`src/source/cache_pkg.sv`:
```
/*
  Geometry of the instruction cache and the vector types built on it
  Sizes must stay powers of two so the index and offset fields split cleanly
*/
package cache_pkg;

  // ==============================
  // Cache geometry
  // ==============================

  // Byte address width seen by the requester and by memory
  localparam int ADDR_W      = 32;
  // One cache line in bits
  localparam int BLK_W       = 128;
  // Associativity
  localparam int NUM_WAY     = 4;
  // Total capacity in bytes
  localparam int CACHE_BYTES = 512;

  // Derived sizes
  localparam int NUM_SET = CACHE_BYTES / (BLK_W / 8) / NUM_WAY;
  localparam int IDX_W   = $clog2(NUM_SET);
  localparam int BOFF_W  = $clog2(BLK_W / 8);
  localparam int TAG_W   = ADDR_W - IDX_W - BOFF_W;
  // Depth of the PLRU tree and width of a way number
  localparam int WAY_W   = $clog2(NUM_WAY);

  // ==============================
  // Vector types
  // ==============================

  typedef logic [ADDR_W-1:0]  addr_t;
  typedef logic [TAG_W-1:0]   tag_t;
  typedef logic [IDX_W-1:0]   idx_t;
  typedef logic [BLK_W-1:0]   blk_t;
  // One bit per way, used one-hot for hits, victims and writes
  typedef logic [NUM_WAY-1:0] way_vec_t;
  // Heap-ordered tree nodes, node 0 is the root
  typedef logic [NUM_WAY-2:0] node_t;

endpackage

```
`src/source/tag_data_store.sv`:
```
/*
  Tag, valid and data arrays with a registered read every cycle
  No reset, contents are only meaningful after a flush walk
*/
module tag_data_store import cache_pkg::*; (
  input  logic               clk_i,
  input  idx_t               rd_idx_i,
  input  logic               wr_en_i,
  input  idx_t               wr_idx_i,
  input  way_vec_t           wr_way_i,
  input  tag_t               wr_tag_i,
  input  logic               wr_valid_i,
  input  blk_t               wr_blk_i,
  output tag_t [NUM_WAY-1:0] rd_tag_o,
  output way_vec_t           rd_valid_o,
  output blk_t [NUM_WAY-1:0] rd_blk_o
);

  // Valid bit sits on top of the tag
  logic [TAG_W:0] tag_mem  [NUM_WAY][NUM_SET];
  blk_t           data_mem [NUM_WAY][NUM_SET];

  always_ff @(posedge clk_i) begin
    for (int w = 0; w < NUM_WAY; w++) begin
      // Shared write port, every selected way takes the same entry
      if (wr_en_i && wr_way_i[w]) begin
        tag_mem[w][wr_idx_i] <= {wr_valid_i, wr_tag_i};
        // Invalidation leaves the data untouched
        if (wr_valid_i) begin
          data_mem[w][wr_idx_i] <= wr_blk_i;
        end
      end
      // Read returns the old entry on a same-index write
      rd_valid_o[w] <= tag_mem[w][rd_idx_i][TAG_W];
      rd_tag_o[w]   <= tag_mem[w][rd_idx_i][TAG_W-1:0];
      rd_blk_o[w]   <= data_mem[w][rd_idx_i];
    end
  end

endmodule

```
`src/source/plru_policy.sv`:
```
/*
  Tree pseudo-LRU per set, node state held in flops
  Victim is combinational from the addressed set and its valid bits
*/
module plru_policy import cache_pkg::*; (
  input  logic     clk_i,
  input  logic     rst_ni,
  input  idx_t     idx_i,
  input  way_vec_t valid_i,
  input  logic     touch_i,
  input  way_vec_t touch_way_i,
  input  logic     clear_i,
  output way_vec_t victim_o
);

  node_t node_q [NUM_SET];
  node_t node_nxt;

  // One-hot way vector to way number
  function automatic logic [WAY_W-1:0] way_num(input way_vec_t onehot);
    logic [WAY_W-1:0] num;
    num = '0;
    for (int w = 0; w < NUM_WAY; w++) begin
      if (onehot[w]) begin
        num = WAY_W'(w);
      end
    end
    return num;
  endfunction

  // ==============================
  // Victim choice
  // ==============================
  always_comb begin
    node_t            cur;
    int unsigned      n;
    logic [WAY_W-1:0] pick;
    logic             found;
    cur  = node_q[idx_i];
    pick = '0;
    n    = 0;
    // Walk from the root, a set bit points to the upper half
    for (int lvl = 0; lvl < WAY_W; lvl++) begin
      pick[WAY_W-1-lvl] = cur[n];
      n = 2 * n + 1 + 32'(cur[n]);
    end
    victim_o       = '0;
    victim_o[pick] = 1'b1;
    // Lowest empty way wins over the tree
    found = 1'b0;
    for (int w = 0; w < NUM_WAY; w++) begin
      if (!found && !valid_i[w]) begin
        victim_o    = '0;
        victim_o[w] = 1'b1;
        found       = 1'b1;
      end
    end
  end

  // ==============================
  // Update on access
  // ==============================
  always_comb begin
    int unsigned      n;
    logic [WAY_W-1:0] tw;
    tw       = way_num(touch_way_i);
    node_nxt = node_q[idx_i];
    n        = 0;
    // Every node on the path points away from the touched way
    for (int lvl = 0; lvl < WAY_W; lvl++) begin
      node_nxt[n] = !tw[WAY_W-1-lvl];
      n = 2 * n + 1 + 32'(tw[WAY_W-1-lvl]);
    end
  end

  always_ff @(posedge clk_i) begin
    if (!rst_ni) begin
      for (int s = 0; s < NUM_SET; s++) begin
        node_q[s] <= '0;
      end
    end else if (clear_i) begin
      node_q[idx_i] <= '0;
    end else if (touch_i) begin
      node_q[idx_i] <= node_nxt;
    end
  end

endmodule

```
`src/source/icache_ctrl.sv`:
```
/*
  Cache controller with flush walk, one-cycle lookup and single refill
  Flush is taken only when no request is held, at most one miss outstanding
*/
module icache_ctrl import cache_pkg::*; (
  input  logic               clk_i,
  input  logic               rst_ni,
  // Requester side
  input  logic               req_valid_i,
  input  addr_t              req_addr_i,
  output logic               req_ready_o,
  output logic               rsp_valid_o,
  output blk_t               rsp_blk_o,
  input  logic               flush_i,
  // Lower memory side
  output logic               mem_req_valid_o,
  output addr_t              mem_req_addr_o,
  input  logic               mem_req_ready_i,
  input  logic               mem_rsp_valid_i,
  input  blk_t               mem_rsp_blk_i,
  // Array read
  output idx_t               rd_idx_o,
  input  tag_t [NUM_WAY-1:0] rd_tag_i,
  input  way_vec_t           rd_valid_i,
  input  blk_t [NUM_WAY-1:0] rd_blk_i,
  // Array write
  output logic               wr_en_o,
  output idx_t               wr_idx_o,
  output way_vec_t           wr_way_o,
  output tag_t               wr_tag_o,
  output logic               wr_valid_o,
  output blk_t               wr_blk_o,
  // Replacement policy
  output logic               touch_o,
  output way_vec_t           touch_way_o,
  output logic               clear_o,
  output idx_t               plru_idx_o,
  input  way_vec_t           victim_i
);

  // FLUSH must be the zero encoding, it is the state out of reset
  typedef enum logic [1:0] {
    FLUSH  = 2'd0,
    RUN    = 2'd1,
    REFILL = 2'd2
  } ctrl_state_e;

  ctrl_state_e state_q, state_d;
  idx_t        flush_idx_q;
  logic        req_vld_q;
  addr_t       req_addr_q;
  way_vec_t    victim_q;
  logic        sent_q;
  logic        rsp_valid_q;
  blk_t        rsp_blk_q;

  tag_t     req_tag;
  idx_t     req_idx;
  way_vec_t hit_vec;
  blk_t     hit_blk;
  logic     lookup, hit, miss;
  logic     flush_go, refill_done, accept;

  assign req_tag = req_addr_q[ADDR_W-1 -: TAG_W];
  assign req_idx = req_addr_q[BOFF_W +: IDX_W];

  // ==============================
  // Lookup
  // ==============================
  // Arrays read the incoming index each cycle, so data lines up with the held request
  assign rd_idx_o = req_addr_i[BOFF_W +: IDX_W];

  always_comb begin
    hit_blk = '0;
    for (int w = 0; w < NUM_WAY; w++) begin
      hit_vec[w] = rd_valid_i[w] && (rd_tag_i[w] == req_tag);
      if (hit_vec[w]) begin
        hit_blk = rd_blk_i[w];
      end
    end
  end

  assign lookup      = (state_q == RUN) && req_vld_q;
  assign hit         = lookup && (|hit_vec);
  assign miss        = lookup && !(|hit_vec);
  assign flush_go    = (state_q == RUN) && !req_vld_q && flush_i;
  assign refill_done = (state_q == REFILL) && mem_rsp_valid_i;

  // Ready drops combinationally in the cycle a miss is seen
  assign req_ready_o = (state_q == RUN) && !miss && !flush_go;
  assign accept      = req_valid_i && req_ready_o;

  // ==============================
  // State machine
  // ==============================
  always_comb begin
    state_d = state_q;
    case (state_q)
      FLUSH:   if (flush_idx_q == IDX_W'(NUM_SET - 1)) state_d = RUN;
      RUN: begin
        if (miss) begin
          state_d = REFILL;
        end else if (flush_go) begin
          state_d = FLUSH;
        end
      end
      REFILL:  if (mem_rsp_valid_i) state_d = RUN;
      default: state_d = FLUSH;
    endcase
  end

  always_ff @(posedge clk_i) begin
    if (!rst_ni) begin
      state_q     <= FLUSH;
      flush_idx_q <= '0;
      req_vld_q   <= 1'b0;
      sent_q      <= 1'b0;
      rsp_valid_q <= 1'b0;
    end else begin
      state_q     <= state_d;
      rsp_valid_q <= hit;
      // Wraps back to zero after the last set
      if (state_q == FLUSH) begin
        flush_idx_q <= flush_idx_q + 1'b1;
      end
      // Held request stays through the refill
      if (refill_done) begin
        req_vld_q <= 1'b0;
      end else if ((state_q == RUN) && !miss) begin
        req_vld_q <= accept;
      end
      if (refill_done) begin
        sent_q <= 1'b0;
      end else if (mem_req_valid_o && mem_req_ready_i) begin
        sent_q <= 1'b1;
      end
    end
  end

  // Request, victim and hit data
  always_ff @(posedge clk_i) begin
    if (accept) begin
      req_addr_q <= req_addr_i;
    end
    if (miss) begin
      victim_q <= victim_i;
    end
    rsp_blk_q <= hit_blk;
  end

  // ==============================
  // Memory and response
  // ==============================
  assign mem_req_valid_o = miss || ((state_q == REFILL) && !sent_q);
  assign mem_req_addr_o  = {req_addr_q[ADDR_W-1:BOFF_W], {BOFF_W{1'b0}}};

  // Refilled line goes out in the same cycle it is written
  assign rsp_valid_o = rsp_valid_q || refill_done;
  assign rsp_blk_o   = refill_done ? mem_rsp_blk_i : rsp_blk_q;

  // Flush clears all ways of one set per cycle
  assign wr_en_o    = (state_q == FLUSH) || refill_done;
  assign wr_idx_o   = (state_q == FLUSH) ? flush_idx_q : req_idx;
  assign wr_way_o   = (state_q == FLUSH) ? '1 : victim_q;
  assign wr_tag_o   = req_tag;
  assign wr_valid_o = (state_q != FLUSH);
  assign wr_blk_o   = mem_rsp_blk_i;

  assign touch_o     = hit || refill_done;
  assign touch_way_o = hit ? hit_vec : victim_q;
  assign clear_o     = (state_q == FLUSH);
  assign plru_idx_o  = (state_q == FLUSH) ? flush_idx_q : req_idx;

endmodule

```
`src/source/icache_top.sv`:
```
/*
  Read-only instruction cache, one request in lookup at a time
  Not usable until the flush walk after reset has finished
*/
module icache_top import cache_pkg::*; (
  input  logic  clk_i,
  input  logic  rst_ni,
  // Requester side
  input  logic  req_valid_i,
  input  addr_t req_addr_i,
  output logic  req_ready_o,
  output logic  rsp_valid_o,
  output blk_t  rsp_blk_o,
  input  logic  flush_i,
  // Lower memory side
  output logic  mem_req_valid_o,
  output addr_t mem_req_addr_o,
  input  logic  mem_req_ready_i,
  input  logic  mem_rsp_valid_i,
  input  blk_t  mem_rsp_blk_i
);

  // Array read path
  idx_t                 rd_idx;
  tag_t [NUM_WAY-1:0]   rd_tag;
  way_vec_t             rd_valid;
  blk_t [NUM_WAY-1:0]   rd_blk;

  // Array write path
  logic     wr_en;
  idx_t     wr_idx;
  way_vec_t wr_way;
  tag_t     wr_tag;
  logic     wr_valid;
  blk_t     wr_blk;

  // Replacement policy
  logic     touch;
  way_vec_t touch_way;
  logic     clear;
  idx_t     plru_idx;
  way_vec_t victim;

  icache_ctrl u_ctrl (
    .clk_i           (clk_i),
    .rst_ni          (rst_ni),
    .req_valid_i     (req_valid_i),
    .req_addr_i      (req_addr_i),
    .req_ready_o     (req_ready_o),
    .rsp_valid_o     (rsp_valid_o),
    .rsp_blk_o       (rsp_blk_o),
    .flush_i         (flush_i),
    .mem_req_valid_o (mem_req_valid_o),
    .mem_req_addr_o  (mem_req_addr_o),
    .mem_req_ready_i (mem_req_ready_i),
    .mem_rsp_valid_i (mem_rsp_valid_i),
    .mem_rsp_blk_i   (mem_rsp_blk_i),
    .rd_idx_o        (rd_idx),
    .rd_tag_i        (rd_tag),
    .rd_valid_i      (rd_valid),
    .rd_blk_i        (rd_blk),
    .wr_en_o         (wr_en),
    .wr_idx_o        (wr_idx),
    .wr_way_o        (wr_way),
    .wr_tag_o        (wr_tag),
    .wr_valid_o      (wr_valid),
    .wr_blk_o        (wr_blk),
    .touch_o         (touch),
    .touch_way_o     (touch_way),
    .clear_o         (clear),
    .plru_idx_o      (plru_idx),
    .victim_i        (victim)
  );

  tag_data_store u_store (
    .clk_i      (clk_i),
    .rd_idx_i   (rd_idx),
    .wr_en_i    (wr_en),
    .wr_idx_i   (wr_idx),
    .wr_way_i   (wr_way),
    .wr_tag_i   (wr_tag),
    .wr_valid_i (wr_valid),
    .wr_blk_i   (wr_blk),
    .rd_tag_o   (rd_tag),
    .rd_valid_o (rd_valid),
    .rd_blk_o   (rd_blk)
  );

  // Valid bits go straight from the store so the policy can prefer an empty way
  plru_policy u_plru (
    .clk_i       (clk_i),
    .rst_ni      (rst_ni),
    .idx_i       (plru_idx),
    .valid_i     (rd_valid),
    .touch_i     (touch),
    .touch_way_i (touch_way),
    .clear_i     (clear),
    .victim_o    (victim)
  );

endmodule

```
`config.mk`:
```
export PLATFORM = sky130hd
export DESIGN_NAME = icache_top
export DESIGN_NICKNAME = d
export VERILOG_FILES = /design/src/source/cache_pkg.sv /design/src/source/tag_data_store.sv /design/src/source/plru_policy.sv /design/src/source/icache_ctrl.sv /design/src/source/icache_top.sv
export SDC_FILE = /design/constraint.sdc
export NUM_CORES = 2
export LEC_CHECK = 0
export ABC_CLOCK_PERIOD_IN_PS = 12490
export BUFFER_PORTS_ARGS = -buffer_cell sky130_fd_sc_hd__buf_2
export CAP_MARGIN = 0
export CORE_MARGIN = 1
export CORE_UTILIZATION = 39
export DETAILED_ROUTE_END_ITERATION = 6
export GPL_TIMING_DRIVEN = 1
export REMOVE_ABC_BUFFERS = 1
export SYNTH_ARGS = -nofsm -noshare
export SYNTH_HDL_FRONTEND = slang
export SYNTH_MEMORY_MAX_BITS = 65536
export SYNTH_SLANG_ARGS = --single-unit
```
`constraint.sdc`:
```
create_clock -name clk_i -period 12.49 [get_ports clk_i]
set_input_delay 0 -clock clk_i [delete_from_list [all_inputs] [get_ports clk_i]]
set_output_delay 0 -clock clk_i [all_outputs]
set_load 0.01 [all_outputs]
```
Word level (Yosys, flattened, before mapping). Memories as Yosys holds them, arrays and structs flattened. Cells that the tools add are included.

Add/subtract/negate cells: 3. $mul: 0. Div/mod/pow operators: 0. Order comparisons: 8. Equality and inequality tests: 10. Shifts and indexed selects: 0. Muxes and demuxes: 86. Bitwise logic cells: 4. Reduce and logical (&&, ||, !) cells: 49.

Operators by type and width (count): 2-to-1 mux 1024 bit (4); 2-to-1 mux 128 bit (14); binary-select mux 128 bit (select 3 bit) (4); 2-to-1 mux 208 bit (4); demux 128 bit (select 3 bit) (1); binary-select mux 26 bit (select 3 bit) (4); 2-to-1 mux 26 bit (9); equality test 25 bit (4); demux 26 bit (select 3 bit) (1); less-than comparator 32 x 3 -> 1 bit (second input constant) (2); >= comparator 32 x 1 -> 1 bit (second input constant) (1); logical AND 1 bit (25); 2-to-1 mux 1 bit (25); 2-to-1 mux 4 bit (5); logical NOT 1 bit (12); 2-to-1 mux 2 bit (6); 2-to-1 mux 3 bit (4); >= comparator 4 bit (second input constant) (2); inverter 3 -> 4 bit (2); one-hot mux 2 bit (3 select lines) (1); OR reduction 3 bit (2); adder 1 x 1 -> 2 bit (first input constant) (2); demux 1 bit (select 2 bit) (2); logical OR 1 bit (4); 19 further kinds (20).

Bits in registers: 788. Bits in latches: 0. Memory bits (writable): 4952. Memory bits (read-only): 0. Bits of input ports: 166. Word-level logic and storage cells: 182. Memories kept: 3.

Memory list: u_store.data_mem (words 4, bits a word 1024, read ports 4, clocked after memory_dff 0, write ports 4, line tag_data_store.sv:21) `blk_t data_mem [NUM_WAY][NUM_SET];`; u_store.tag_mem (words 4, bits a word 208, read ports 4, clocked after memory_dff 0, write ports 4, line tag_data_store.sv:20) `logic [TAG_W:0] tag_mem [NUM_WAY][NUM_SET];`; u_plru.node_q (words 8, bits a word 3, read ports 1, clocked after memory_dff 0, write ports 8, line plru_policy.sv:16) `node_t node_q [NUM_SET];`.

Longest topological paths before layout.
Depth in word-level cells: 16. Depth in mapped cells: 12.

Hierarchy. A second synthesis with hierarchy kept.

Cells, all modules: 9566. Area total of the unflattened synthesis: 212040.9 um2.

By module, submodules not included: tag_data_store (instances 1, cells each 7823, area an instance 197215.4 um2); icache_ctrl (instances 1, cells each 1634, area an instance 13529.2 um2); plru_policy (instances 1, cells each 109, area an instance 1296.2 um2).

Least setup slack after synthesis. Ideal clock, no wire load.

Path kind: reg-to-reg. From: register u_ctrl.flush_idx_q[0]. To: memory u_store.data_mem[0][768] (netlist name) (enable). Library setup time: 617 ps. Arrival time: 7007 ps. Slack: 4866 ps. Cell stages (with the launch flop): 7. Buffers on the path: 2. Period minus slack after synthesis: 7624 ps. Cell sequence: dfxtp_1 clkbuf_1 or4b_2 o21ai_0 nand2_1 clkbuf_1 nor2_1.

RTL lines: start: declaration (line icache_ctrl.sv:49) `idx_t flush_idx_q;`; start signal: assignment (line icache_ctrl.sv:124) `flush_idx_q <= flush_idx_q + 1'b1;`; end: declaration (line tag_data_store.sv:21).

==> metrics <==
EDFF count, synth 4,984; DRT iter0 DRCs 9,992; Clock Path Buffers 4; flops & latches, synth about 5,700; P_int 31,620 uW; Mapped Avg Cell Area 21.75 um2; Via Count 100,927; GRT Total Usage 19.34%; sw power about 8300 uW; min-delay src mem_rsp_blk_i[107]; Die ar. between 500,000 and 600,000 um2; DR vias/cell ~5.5; Critical Path Start Type register; max-capacitance violation count 0; share of cells above drive strength 1 31.18%; WL final 535,600 um; PwrDens approximately 160 nW/um2; HP Class input port to register; DRT Pass-1 Iters 7; PnR worst setup slack 6.372 ns; Slowest-stage cell, CP nor2_4; ys async rst share 0%; fin crit share between 40% and 50%; WL per Instance 29.21 um; Initial Util between 30% and 40%; Max FO, Critical Path 83; sequence of cells on the critical path nor2_2 -> inv_2 -> o21ai_1 -> nand2_1 -> nor2_4 -> buf_4 -> buf_12; R2R Path Start u_ctrl.state_q[1]; Crit. End Element register; CTS resizes 0; FMAX between 150 and 200 MHz; Post-Syn Instances ~9,700; initial antenna violation count 55; CP delay by family, top simple AND/OR/NAND/NOR gates; Max stage delay on crit path 1.01 ns; final hold violation count 0; CTS buffer count a little under 600; Levels on crit path 7; # rows roughly 270; io pins between 300 and 400; Core ar. ~540,000 um2; final setup TNS 0 ns; Post-synth top cells edfxtp_1 (4,984), mux4_2 (1,232), dfxtp_1 (752); post-CTS setup buffers 0; Clock Sink Count approximately 5,700; Final ANT Viol Nets 0; most frequent cell after synthesis edfxtp_1; Die W ~740 um; WHS Path Cells 2; status finished, violations left; Peak supply drop roughly 0.00019 V; power share of the sequential group 53.0%; Logic pwr share 3.7%; clock group share of total power 43.3%; Slew headroom between 10% and 20%; Synth top area share between 70% and 80%; routability congestion estimate around 0.73; DRC viols 40; Critical Path RT roughly 13 ns; Worst Skew between 0.1 and 0.15 ns; CTS tree built; worst r2r path cells 7; critical path class register to register; Post-CTS Hold Buffers roughly 300; Cell variety after synth 62; worst path bufs/invs 3; Post-Place Worst Slack around 6.5 ns; flop2flop setup slack approximately 6.4 ns; minimum clock period slightly above 6 ns; H-tree Lvls 6; vias in the first global route around 100k; failing checks DRC; grt total ovfl 0; hold path endpoint u_store.data_mem[3][875]; Clock Tree Root clkbuf_16; first-pass GRT wire length 758,100 um; clock slew at reported path FFs 0.06 ns; pin count of the biggest net entering global routing ~150; Skew-Pair Late Insertion Delay 1.09 ns; Yosys warnings 0; RSZ-0062 raised after global routing false; Final setup viols 0; Final nets 10,802; Seq/Total Area, Yosys between 70% and 80%; WP data arrival between 6 and 7 ns; PortBufs between 300 and 400; ranking of synthesized cells by area edfxtp_1 (71%), mux4_2 (13%), dfxtp_1 (7.2%); Reg-to-Reg End u_store.data_mem[1][532]; Switching Share 20.86%; Post-DP Area approximately 220,000 um2; fin area between 200,000 and 250,000 um2; Least-Margin Pin Slew roughly 1.3 ns; P&R area growth vs syn 16.04%; Post-Syn Area roughly 210,000 um2; Die Ht approximately 740 um; final slew viol count 0; predominant post-synthesis flop cell edfxtp_1; leakage power ~0.079 uW; Yosys top cell by area edfxtp_1; dpl hpwl approximately 260,000 um
state kept, by name, summed over array words and instances (netlist names):
name / count
u_ctrl.flush_idx_q: 3
u_ctrl.req_addr_q: 28
u_ctrl.req_vld_q: 1
u_ctrl.rsp_blk_q: 128
u_ctrl.rsp_valid_q: 1
u_ctrl.sent_q: 1
u_ctrl.state_q: 2
u_ctrl.victim_q: 4
u_plru.node_q: 24
u_store.data_mem: 4096
u_store.rd_blk_o: 512
u_store.rd_tag_o: 100
u_store.rd_valid_o: 4
u_store.tag_mem: 832
power groups by stage:
stage	clock network, uW	logic (uW)	registers, uW
CTS	17600	1490	21200
detailed placement	0	1400	21600
finish	17300	1470	21200
floorplan	0	715	21500
global route	18300	1580	21200
global placement	0	1360	21600
layout make-up:
class | instances | area, um2
Timing Repair Buffer | 876 | 6989
Clock buffer | 828 | 16280
Fill cell | 44665 | 292800
Sequential cell | 5736 | 164700
Antenna cell | 19 | 47.55
Tap cell | 7181 | 8985
Inverter | 136 | 510.5
Clock inverter | 263 | 2959
Multi-Input combinational cell | 3297 | 43200
worst reg2reg max path: stages (launching register included):
cell	delay [ns]
dfxtp_1	0.46
nor2_2	0.65
inv_2	0.51
o21ai_1	0.57
nand2_1	0.83
nor2_4	1.02
buf_4	0.74
buf_12	0.66
how the worst max path moves through the flow:
stage / from / end / slack, ns
finish: u_ctrl.state_q[1] / u_store.data_mem[1][532] / 6.37
global route: u_ctrl.state_q[1] / u_store.data_mem[1][532] / 6.19
detailed placement: u_ctrl.state_q[1] / u_store.data_mem[1][513] / 6.52
floorplan: u_ctrl.state_q[1] / u_store.data_mem[1][256] / 0.64
global placement: u_ctrl.state_q[1] / u_store.data_mem[1][721] / 6.74
CTS: u_ctrl.state_q[1] / u_store.data_mem[1][593] / 6.50
cell families (layout without fill, tap and decap cells):
| family | after synthesis | after routing | share of synthesized area (%) |
|---|---|---|---|
| other | 1 | 23 | 0.001786 |
| buffers and inverters | 627 | 2103 | 1.166 |
| multiplexers | 1987 | 1987 | 17.25 |
| AO/OA/AOI/OAI | 332 | 332 | 0.9348 |
| adder cells (fa/ha/maj) | 2 | 2 | 0.01191 |
| flip-flops | 5736 | 5736 | 78.43 |
| AND/OR/NAND/NOR | 871 | 871 | 1.778 |
| XOR/XNOR | 101 | 101 | 0.4212 |
layer usage:
layer,track usage [%],vias up,routed length [um]
met2,32.34,3699,262500
met3,2.700,700,34480
met1,27.16,55095,228100
li1,-,41399,-
met4,4.097,34,10220
met5,0,-,233
placed cells by master (no fill, tap or decap), types with 6 or more instances in the layout:
cell / n
a21oi_1: 15
a31oi_1: 128
buf_12: 35
buf_2: 317
buf_4: 219
bufinv_16: 31
clkbuf_1: 180
clkbuf_16: 594
clkbuf_8: 54
clkinv_1: 67
clkinv_16: 22
clkinv_2: 90
clkinv_8: 8
clkinvlp_4: 13
dfxtp_1: 752
diode_2: 19
dlygate4sd3_1: 304
edfxtp_1: 4984
inv_1: 135
inv_16: 14
inv_6: 13
mux2_2: 745
mux2i_1: 10
mux4_2: 1232
nand2_1: 546
nand4_1: 28
nor2_1: 22
nor2_2: 33
nor2_4: 33
nor3_1: 132
nor4_1: 39
o21a_1: 6
o21ai_0: 147
xnor2_1: 54
xor2_1: 47
metrics by stage:
step	std cells	hold slack, ns	util, %	total power, uW
after floorplan	9169	0.09887	-	22250
final	18336	0.05636	45.42	39950
after CTS	18317	0.001912	45.41	40270
after detailed placement	16918	0.1801	41.25	22970
after global placement	16918	0.1818	41.25	22920
after global routing	18322	0.04291	45.42	41090
Note: power is estimated with default switching activity, not from simulation.
